**src/rot_img_pkg.sv**
```systemverilog
package rot_img_pkg;

   typedef enum logic [1:0] {
      DT_NONE        = 2'd0,
      DT_FRAME_START = 2'd1,
      DT_PIXEL       = 2'd2,
      DT_FRAME_END   = 2'd3
   } dtype_e;

   localparam int FRAME_DIM    = 16;
   localparam int FRAME_PIXELS = FRAME_DIM * FRAME_DIM;
   localparam int CENTER       = FRAME_DIM / 2;
   localparam int PIX_WIDTH    = 16;

   // Bank bit on top, then row and column of the pixel
   localparam int SRAM_ADDR_WIDTH = 9;

   typedef struct packed {
      logic                 dv;
      dtype_e               dtype;
      logic [PIX_WIDTH-1:0] data;
   } pix_stream_s;

   typedef struct packed {
      logic                       req;
      logic                       we;
      logic [SRAM_ADDR_WIDTH-1:0] addr;
      logic [PIX_WIDTH-1:0]       wdata;
   } sram_req_s;

endpackage

```
**src/rot_cfg_pkg.sv**
```systemverilog
package rot_cfg_pkg;

   // Terminal address of the rotate block on the di bus
   localparam logic [15:0] TERM_ROTATE = 16'h0040;

   localparam logic [31:0] REG_CTRL   = 32'd0;
   localparam logic [31:0] REG_ANGLE  = 32'd1;
   localparam logic [31:0] REG_STATUS = 32'd2;

   // Sine and cosine are signed Q1.8, so 256 stands for 1.0
   localparam int ANGLE_WIDTH = 10;
   localparam int ANGLE_FRAC  = 8;
   localparam logic signed [ANGLE_WIDTH-1:0] ANGLE_ONE = 10'sd256;

   typedef struct packed {
      logic [30:0] rsvd;
      logic        enable;
   } ctrl_view_s;

   typedef struct packed {
      logic [5:0]                    rsvd_hi;
      logic signed [ANGLE_WIDTH-1:0] cos_theta;
      logic [5:0]                    rsvd_lo;
      logic signed [ANGLE_WIDTH-1:0] sin_theta;
   } angle_view_s;

   // One register word, read either as the control view or the angle view
   typedef union packed {
      ctrl_view_s  ctrl;
      angle_view_s angle;
   } rot_reg_word_u;

endpackage
```
**src/rot_frame_reader.sv**
```systemverilog
`timescale 1ns/1ps

module rot_frame_reader (
   input  logic                                       clk,
   input  logic                                       arst_n,
   input  logic                                       frame_done,
   input  logic                                       frame_bank,
   input  logic signed [rot_cfg_pkg::ANGLE_WIDTH-1:0] sin_theta,
   input  logic signed [rot_cfg_pkg::ANGLE_WIDTH-1:0] cos_theta,
   output rot_img_pkg::sram_req_s                     rd_req,
   input  logic                                       rd_grant,
   input  logic [rot_img_pkg::PIX_WIDTH-1:0]          rdata,
   input  logic                                       rdata_valid,
   output rot_img_pkg::pix_stream_s                   stream_out,
   output logic                                       frame_out_done
);

   typedef enum logic [1:0] {S_IDLE, S_START, S_RUN, S_END} state_e;

   localparam logic [7:0] LAST_POS = 8'(rot_img_pkg::FRAME_PIXELS - 1);

   state_e                                    state;
   logic                                      pending;
   logic                                      pend_bank;
   logic                                      bank;
   logic signed [rot_cfg_pkg::ANGLE_WIDTH-1:0] sin_r;
   logic signed [rot_cfg_pkg::ANGLE_WIDTH-1:0] cos_r;
   logic [7:0]                                pos;
   logic                                      slot_valid;
   logic signed [4:0]                         dx;
   logic signed [4:0]                         dy;
   logic signed [15:0]                        col_sum;
   logic signed [15:0]                        row_sum;
   logic signed [15:0]                        src_col;
   logic signed [15:0]                        src_row;
   logic                                      in_range;
   logic                                      take;
   logic                                      start_now;

   // Output position relative to the frame centre
   assign dx = 5'($signed({1'b0, pos[3:0]}) - rot_img_pkg::CENTER);
   assign dy = 5'($signed({1'b0, pos[7:4]}) - rot_img_pkg::CENTER);

   assign col_sum = dx * cos_r + dy * sin_r;
   assign row_sum = dy * cos_r - dx * sin_r;
   assign src_col = (col_sum >>> rot_cfg_pkg::ANGLE_FRAC) + 16'(rot_img_pkg::CENTER);
   assign src_row = (row_sum >>> rot_cfg_pkg::ANGLE_FRAC) + 16'(rot_img_pkg::CENTER);

   assign in_range = (src_col >= 0) && (src_col < rot_img_pkg::FRAME_DIM) &&
                     (src_row >= 0) && (src_row < rot_img_pkg::FRAME_DIM);

   assign start_now = (state == S_IDLE) && (pending || frame_done);

   // A position moves on at once when it falls outside the frame
   assign take = (state == S_RUN) && (!in_range || rd_grant);

   always_comb begin
      rd_req.req   = (state == S_RUN) && in_range;
      rd_req.we    = 1'b0;
      rd_req.addr  = {bank, src_row[3:0], src_col[3:0]};
      rd_req.wdata = '0;
   end

   always_ff @(posedge clk) begin
      if (start_now) begin
         bank  <= pending ? pend_bank : frame_bank;
         sin_r <= sin_theta;
         cos_r <= cos_theta;
      end
   end

   always_ff @(posedge clk or negedge arst_n) begin
      if (!arst_n) begin
         state      <= S_IDLE;
         pending    <= 1'b0;
         pend_bank  <= 1'b0;
         pos        <= '0;
         slot_valid <= 1'b0;
      end else begin
         slot_valid <= take;
         if (frame_done && (state != S_IDLE || pending)) begin
            pending   <= 1'b1;
            pend_bank <= frame_bank;
         end else if (start_now) begin
            pending <= 1'b0;
         end
         case (state)
            S_IDLE: begin
               if (start_now) begin
                  state <= S_START;
               end
            end
            S_START: begin
               state <= S_RUN;
               pos   <= '0;
            end
            S_RUN: begin
               if (take) begin
                  pos <= pos + 1'b1;
                  if (pos == LAST_POS) begin
                     state <= S_END;
                  end
               end
            end
            default: begin
               if (!slot_valid) begin
                  state <= S_IDLE;
               end
            end
         endcase
      end
   end

   // The slot holds the position taken last cycle, its read data arrives now
   always_ff @(posedge clk or negedge arst_n) begin
      if (!arst_n) begin
         stream_out     <= '0;
         frame_out_done <= 1'b0;
      end else begin
         stream_out     <= '0;
         frame_out_done <= 1'b0;
         if (slot_valid) begin
            stream_out.dv    <= 1'b1;
            stream_out.dtype <= rot_img_pkg::DT_PIXEL;
            stream_out.data  <= rdata_valid ? rdata : '0;
         end else if (state == S_START) begin
            stream_out.dv    <= 1'b1;
            stream_out.dtype <= rot_img_pkg::DT_FRAME_START;
         end else if (state == S_END) begin
            stream_out.dv    <= 1'b1;
            stream_out.dtype <= rot_img_pkg::DT_FRAME_END;
            frame_out_done   <= 1'b1;
         end
      end
   end

endmodule

```
**config.mk**
```make
export PLATFORM = sky130hd
export DESIGN_NAME = rot_frame_reader
export DESIGN_NICKNAME = d
export VERILOG_FILES = /design/src/rot_img_pkg.sv /design/src/rot_cfg_pkg.sv /design/src/rot_frame_reader.sv
export SDC_FILE = /design/constraint.sdc
export NUM_CORES = 1
export LEC_CHECK = 0
export BUFFER_PORTS_ARGS = -buffer_cell sky130_fd_sc_hd__buf_2
export CAP_MARGIN = 20
export CORE_UTILIZATION = 57
export DETAILED_ROUTE_END_ITERATION = 7
export PLACE_DENSITY = 0.77
export RECOVER_POWER = 100
export SYNTH_ARGS = -nofsm -noshare
export SYNTH_HDL_FRONTEND = slang
export SYNTH_SLANG_ARGS = --single-unit
```
**constraint.sdc**
```tcl
create_clock -name clk -period 7.1 [get_ports clk]
set_input_delay 0.71 -clock clk [delete_from_list [all_inputs] [get_ports clk]]
set_output_delay 0.71 -clock clk [all_outputs]
set_load 0.01 [all_outputs]
```
==> results of run 1 <==
[routing by layer]
layer	vias to the layer above	GRT usage	share of wire
li1	3303	-	-
met1	3673	0.327	0.40
met2	246	0.439	0.51
met3	34	0.0391	0.063
met4	0	0.0664	0.026
met5	-	0	0
[logic make-up (layout without fill, tap and decap cells)]
logic type               count (synthesis)  in the layout  synth area share
AND/OR/NAND/NOR                        304            304             0.158
buffers and inverters                  288            372             0.118
multiplexers                             5              5           0.00600
AO/OA/AOI/OAI                           78             78            0.0583
adder cells (fa/ha/maj)                266            266             0.479
XOR/XNOR                                33             33            0.0309
other                                    1             17          0.000383
flip-flops                              54             54             0.149
[Yosys cell counts (7+ instances only)]
| library cell | n |
|---|---|
| and3_1 | 20 |
| nand2_1 | 95 |
| nor2_1 | 46 |
| nor2b_1 | 25 |
| o21ai_0 | 14 |
| dfrtp_1 | 33 |
| a21oi_1 | 20 |
| nand3_1 | 7 |
| buf_4 | 18 |
| clkbuf_1 | 47 |
| edfxtp_1 | 21 |
| and2_1 | 65 |
| nand4_1 | 8 |
| ha_1 | 84 |
| xnor2_1 | 29 |
| inv_1 | 219 |
| fa_1 | 182 |
| or2_2 | 19 |
[per-stage QoR]
step                      TNS [ns]   util  cells  hold slack [ns]
after floorplan                  0      -   1045            0.414
after global placement           0  0.627   1308            0.490
after detailed placement         0  0.627   1308            0.489
after CTS                        0  0.643   1321            0.475
after global routing        -0.168  0.662   1349            0.528
final                            0  0.662   1349            0.503
[flip-flops by register name (all words and copies together) (netlist names), 2 cells and up]
signal	cells
stream_out	19
sin_r	10
cos_r	10
pos	8
state	2
[area by class of cell]
cell class | count | area [µm²]
Sequential cell | 54 | 1470
Clock inverter | 3 | 48.8
Fill cell | 1339 | 5640
Inverter | 219 | 826
Clock buffer | 5 | 125
Multi-Input combinational cell | 703 | 7400
Tap cell | 220 | 275
Timing Repair Buffer | 145 | 920
[path summary, 6_finish.rpt]
| kind | end | startpoint | cells past startpoint |
|---|---|---|---|
| max reg2reg | pos[4]$_DFFE_PN0P_ | cos_r[8]$_DFFE_PP_ | 25 |
| max | rd_req[26] | cos_r[8]$_DFFE_PP_ | 22 |
| max in group asynchronous | pos[6]$_DFFE_PN0P_ | arst_n | 1 |
| min reg2reg | pend_bank$_DFFE_PN0P_ | pend_bank$_DFFE_PN0P_ | 1 |
| min | pend_bank$_DFFE_PN0P_ | pend_bank$_DFFE_PN0P_ | 1 |
| min in group asynchronous | stream_out[18]$_DFF_PN0_ | arst_n | 1 |
[worst max-delay path, stage by stage (launching register included)]
cell	delay (ns)
edfxtp_1	0.45
buf_4	0.17
and2_1	0.15
fa_1	0.55
inv_2	0.04
fa_1	0.45
fa_1	0.54
fa_1	0.44
fa_1	0.53
inv_2	0.05
ha_4	0.21
a211o_1	0.32
a21oi_2	0.14
nor2_1	0.06
a221o_1	0.32
nor3_2	0.24
ha_2	0.26
xnor2_2	0.13
xnor2_1	0.09
o2111ai_1	0.25
o2111ai_2	0.26
a211oi_2	0.24
buf_2	0.16
[timing repair]
item	4_1_cts	5_1_grt
hold buffers	0	0
resized for setup	20	38
pin swaps	3	35
cloned	0	0
buffers inserted	5	28
setup endpoints to repair	1	1
==> summary.md, run 1 <==
| Metric | Value |
|---|---|
| Outcome | `finished with violations` |
| Failing checks | `max-capacitance violations, max-slew violations` |
| Initial Util | `0.586` |
| Routed WL per cell | `15.4 µm` |
| Largest net degree at the start of global routing | `34` |
| Worst Clk Skew | `0.0126 ns` |
| TritonCTS Sinks | `54` |
| Vias in the first global route | `7687` |
| Initial DRC Count | `352` |
| Most frequent cells in the layout | `inv_1, fa_1, nand2_1, ha_1, buf_4` |
| Actual slew at the worst max-slew pin | `1.70 ns` |
| Pre-antenna DRT Iters | `5` |
| Syn-to-layout area delta | `13.0%` |
| Syn. warnings | `0` |
| Post-Place Cell Area | `10500 µm²` |
| DRC viols | `0` |
| Setup WS post-layout | `0.0527 ns` |
| Rows | `47` |
| Post-Syn Area | `9790 µm²` |
| Synth Flop Type | `dfrtp_1` |
| Max-Cap Viols | `1` |
| Port buffer count | `71` |
| RSZ-0062 raised after global routing | `yes` |
| Placer Congestion | `0.859` |
| Post-synth top area share | `0.372` |
| Number of antenna diodes | `0` |
| H-tree levels | `2` |
| Worst endpoint data arrival time | `6.34 ns` |
| Die height | `133 µm` |
| Synth async-reset ratio | `0.611` |
| CTS Buffer Depth | `2` |
| Fin area | `11100 µm²` |
| Routed WL | `20800 µm` |
| GRT overflow | `0` |
| Vias after detailed routing | `7256` |
| Overall Global Routing Usage | `0.252` |
| Leading post-synthesis cells by cell area | `fa_1, ha_1, dfrtp_1` |
| CP Launch Type | `register` |
| Worst reg-to-reg setup slack | `0.38 ns` |
| Initial antenna violation count | `0` |
| Global-route wire length before repair | `35500 µm` |
| Root Buffer | `clkbuf_16` |
| Tcrit/Tclk final | `0.993` |
| Critical path class | `reg2out` |
| Number of enable flip-flop cells after synthesis | `21` |
| TritonCTS buffer count | `5` |
| Hold Path Class | `reg2reg` |
| Critical path peak fanout | `4` |
| Slew Viols, Final | `34` |
| Cell accounting for the most synthesized area | `fa_1` |
| DR vias/cell | `5.38` |
| Final HPWL DP | `16600 µm` |
| Critical path required time | `6.39 ns` |
| DRT antenna net count | `0` |
| Max-slew headroom | `-0.131` |
| Dpl ws | `0.0591 ns` |
| Clock slew at reported path FFs | `0.08 ns` |
| Die ar. | `17700 µm²` |
| Nets | `1436` |
| Final hold violation count | `0` |
| CTS tree | `yes` |
| Synthesized instance count | `1029` |
| Boundary Pins | `89` |
| Fmax | `0.142 GHz` |
| Setup violators final | `0` |
| Avg Inst Size Synth | `9.52 µm²` |
| Yosys reg bits | `54` |
| Number of library cell types mapped by synthesis | `62` |
| Post-route minimum period | `7.05 ns` |
| Area of the core | `16700 µm²` |
| Skew-Pair Late Insertion Delay | `0.30 ns` |
| Sequential fraction of the synthesis area | `0.149` |
| Most common cell after layout, fill and taps aside | `inv_1` |
| Chip width | `133 µm` |
| Critical Path End Type | `output port` |
| Layout cell share with drive strength beyond 1 | `0.174` |
Power of run 1 is not shown: default switching activity piles up to over one toggle a cycle in this logic, so the estimate is an artifact.
==> run 2: changes to the inputs <==
--- a/config.mk
+++ b/config.mk
@@ -7,9 +7,11 @@
 export LEC_CHECK = 0
 export BUFFER_PORTS_ARGS = -buffer_cell sky130_fd_sc_hd__buf_2
 export CAP_MARGIN = 20
-export CORE_UTILIZATION = 57
+export CELL_PAD_IN_SITES_DETAIL_PLACEMENT = 1
+export CELL_PAD_IN_SITES_GLOBAL_PLACEMENT = 1
+export CORE_UTILIZATION = 49
 export DETAILED_ROUTE_END_ITERATION = 7
-export PLACE_DENSITY = 0.77
+export PLACE_DENSITY = 0.81
 export RECOVER_POWER = 100
 export SYNTH_ARGS = -nofsm -noshare
 export SYNTH_HDL_FRONTEND = slang
==> constraint.sdc (replaced) <==
create_clock -name clk -period 8.1 [get_ports clk]
set_input_delay 0.81 -clock clk [delete_from_list [all_inputs] [get_ports clk]]
set_output_delay 0.81 -clock clk [all_outputs]
set_load 0.05 [all_outputs]
==> run 2 against run 1 <==
The run still ends with max-capacitance violations, max-slew violations left; global-route usage is 0.39 points lower; critical path type unchanged; final cell count decreased by 0.74%; routed wire length is 12% higher; clock skew decreased by 0.0079 ns; worst hold slack improved by 0.0031 ns; critical path depth fell by 1; worst setup slack improved by 0.28 ns; sequential share of layout area up 0.66 points; core utilization is 13 points lower.
==> summary.md, run 2 (synthesis gave the netlist of run 1 again) <==
| Metric | Value |
|---|---|
| CTS tree | `yes (unchanged)` |
| H-tree levels | `2 (unchanged)` |
| Tcrit/Tclk final | `0.959` |
| Critical path required time | `7.29 ns (was 6.39 ns)` |
| Global-route wire length before repair | `39200 µm (was 35500 µm)` |
| Nets | `1381 (was 1436)` |
| DRT antenna net count | `0 (unchanged)` |
| Critical Path End Type | `output port (unchanged)` |
| Chip width | `143 µm (was 133 µm)` |
| Failing checks | `max-capacitance violations, max-slew violations (unchanged)` |
| CP Launch Type | `register (unchanged)` |
| Dpl ws | `0.308 ns (was 0.0591 ns)` |
| Hold buffer count at CTS | `0 (unchanged)` |
| Slew Viols, Final | `34 (unchanged)` |
| TritonCTS buffer count | `5 (unchanged)` |
| GR Util met3 | `0.0323 (was 0.0391)` |
| Layout cell share with drive strength beyond 1 | `0.0940 (was 0.174)` |
| DR vias/cell | `5.30 (was 5.38)` |
| GRT overflow | `0 (unchanged)` |
| Max-slew headroom | `-0.177 (was -0.131)` |
| Outcome | `finished with violations (unchanged)` |
| Setup WS post-layout | `0.329 ns (was 0.0527 ns)` |
| Most frequent cells in the layout | `inv_1, fa_1, nand2_1, ha_1, and2_1 (was inv_1, fa_1, nand2_1, ha_1, buf_4)` |
| Root Buffer | `clkbuf_16 (unchanged)` |
| Die height | `143 µm (was 133 µm)` |
| Largest regs | `stream_out: 19 flops, cos_r: 10 flops, sin_r: 10 flops (unchanged)` |
| Area of the core | `19500 µm² (was 16700 µm²)` |
| Rows | `51 (was 47)` |
| Vias after detailed routing | `7092 (was 7256)` |
| Critical path class | `reg2out (unchanged)` |
| Placer Congestion | `0.819 (was 0.859)` |
| Setup violators final | `0 (unchanged)` |
| Worst Clk Skew | `0.00470 ns (was 0.0126 ns)` |
| Post-Place Cell Area | `10300 µm² (was 10500 µm²)` |
| Max-Cap Viols | `1 (unchanged)` |
| Clock slew at reported path FFs | `0.07 ns (was 0.08 ns)` |
| Hold Path Class | `reg2reg (unchanged)` |
| Initial antenna violation count | `0 (unchanged)` |
| Fin area | `10500 µm² (was 11100 µm²)` |
| Routed WL per cell | `17.4 µm (was 15.4 µm)` |
| CTS Buffer Depth | `2 (unchanged)` |
| DRC viols | `0 (unchanged)` |
| Syn-to-layout area delta | `6.81% (was 13.0%)` |
| Die ar. | `20600 µm² (was 17700 µm²)` |
| Placed insts | `1329 (was 1308)` |
| Critical path peak fanout | `12 (was 4)` |
| Vias in the first global route | `8195 (was 7687)` |
| Number of antenna diodes | `0 (unchanged)` |
| Skew-Pair Late Insertion Delay | `0.30 ns (about the same)` |
| Port buffer count | `71 (unchanged)` |
| Max reg flops | `19 (unchanged)` |
| Final core utilization | `0.536 (was 0.662)` |
| Actual slew at the worst max-slew pin | `1.77 ns (was 1.70 ns)` |
| Routed WL | `23300 µm (was 20800 µm)` |
| Most common cell after layout, fill and taps aside | `inv_1 (unchanged)` |
| Boundary Pins | `89 (unchanged)` |
| Final hold violation count | `0 (unchanged)` |
| Met2 GRT Util | `0.460 (was 0.439)` |
| TritonCTS Sinks | `54 (unchanged)` |
| Largest net degree at the start of global routing | `35 (was 34)` |
| Busiest grt layer | `met2 (unchanged)` |
| Overall Global Routing Usage | `0.248 (was 0.252)` |
| Fmax | `0.129 GHz` |
| Pre-antenna DRT Iters | `4 (was 5)` |
| Post-route minimum period | `7.77 ns` |
| Initial Util | `0.502 (was 0.586)` |
| Initial DRC Count | `329 (was 352)` |
| Worst endpoint data arrival time | `6.96 ns (was 6.34 ns)` |
| M1 GR Usage | `0.297 (was 0.327)` |
| Biggest register | `stream_out (unchanged)` |
| Final instance count without filler cells | `1339 (was 1349)` |
| Final HPWL DP | `19000 µm (was 16600 µm)` |
-- run 2: changes by cell type in the layout (fill, tap and decap cells not counted), sizes merged --
| cell | delta |
|---|---|
| buf | -62 |
| bufinv | -1 |
| clkbuf | +7 |
| clkinv | +2 |
| clkinvlp | -1 |
-- run 2: repair_timing --
action | CTS | global route
gates resized for setup | 1 | 5
endpoints found under the setup margin | 1 | 1
buffers inserted | 0 | 2
gates cloned | 0 | 0
-- run 2: through the flow --
stage / TNS, ns / hold WS, ns
3_5_place_dp: 0 / 0.493
2_1_floorplan: 0 / 0.434
5_1_grt: -0.0142 / 0.517
6_report: 0 / 0.506
3_3_place_gp: 0 / 0.482
4_1_cts: 0 / 0.508
-- run 2: final cells by class --
cell class	instances	area (µm²)
clock buffer	5	125
tap	265	332
fill	2284	9060
inverter	219	826
clock inverter	3	15.0
sequential	54	1460
multi-input combinational	703	7250
timing repair buffer	90	454
-- run 2: routing by layer --
| metal | share of wire | vias to the layer above |
|---|---|---|
| met5 | 0 | - |
| met4 | 0.026 | 0 |
| met3 | 0.034 | 40 |
| met2 | 0.53 | 150 |
| met1 | 0.41 | 3706 |
| li1 | - | 3196 |
-- run 2: worst max-delay path, stage by stage, from the launching register on --
cell and delay (ns):
dfrtp_1 0.66, buf_4 0.26, nand2_1 0.09, fa_1 0.59, fa_1 0.43, fa_1 0.52
fa_1 0.43, fa_1 0.49, inv_1 0.04, ha_1 0.37, a211o_1 0.29, a21oi_1 0.22
nor2_1 0.07, a221o_1 0.36, nor3_2 0.28, ha_1 0.26, xnor2_1 0.15, xnor2_1 0.10
o2111ai_1 0.24, o2111ai_2 0.25, a211oi_2 0.26, buf_2 0.31
-- run 2: path summary, 6_finish.rpt --
check                                            from                     to  slack (ns)  depth (start not counted)
worst min-delay path            pend_bank$_DFFE_PN0P_  pend_bank$_DFFE_PN0P_        0.51                          1
worst max-delay path               pos[6]$_DFFE_PN0P_             rd_req[26]        0.33                         21
min in group asynchronous                      arst_n  pend_bank$_DFFE_PN0P_        0.98                          1
worst max register to register     pos[6]$_DFFE_PN0P_   state[1]$_DFFE_PN0P_        0.60                         22
worst min register to register  pend_bank$_DFFE_PN0P_  pend_bank$_DFFE_PN0P_        0.51                          1
max in group asynchronous                      arst_n     pos[2]$_DFFE_PN0P_        5.98                          1
Power of run 2 is left out for the same reason.
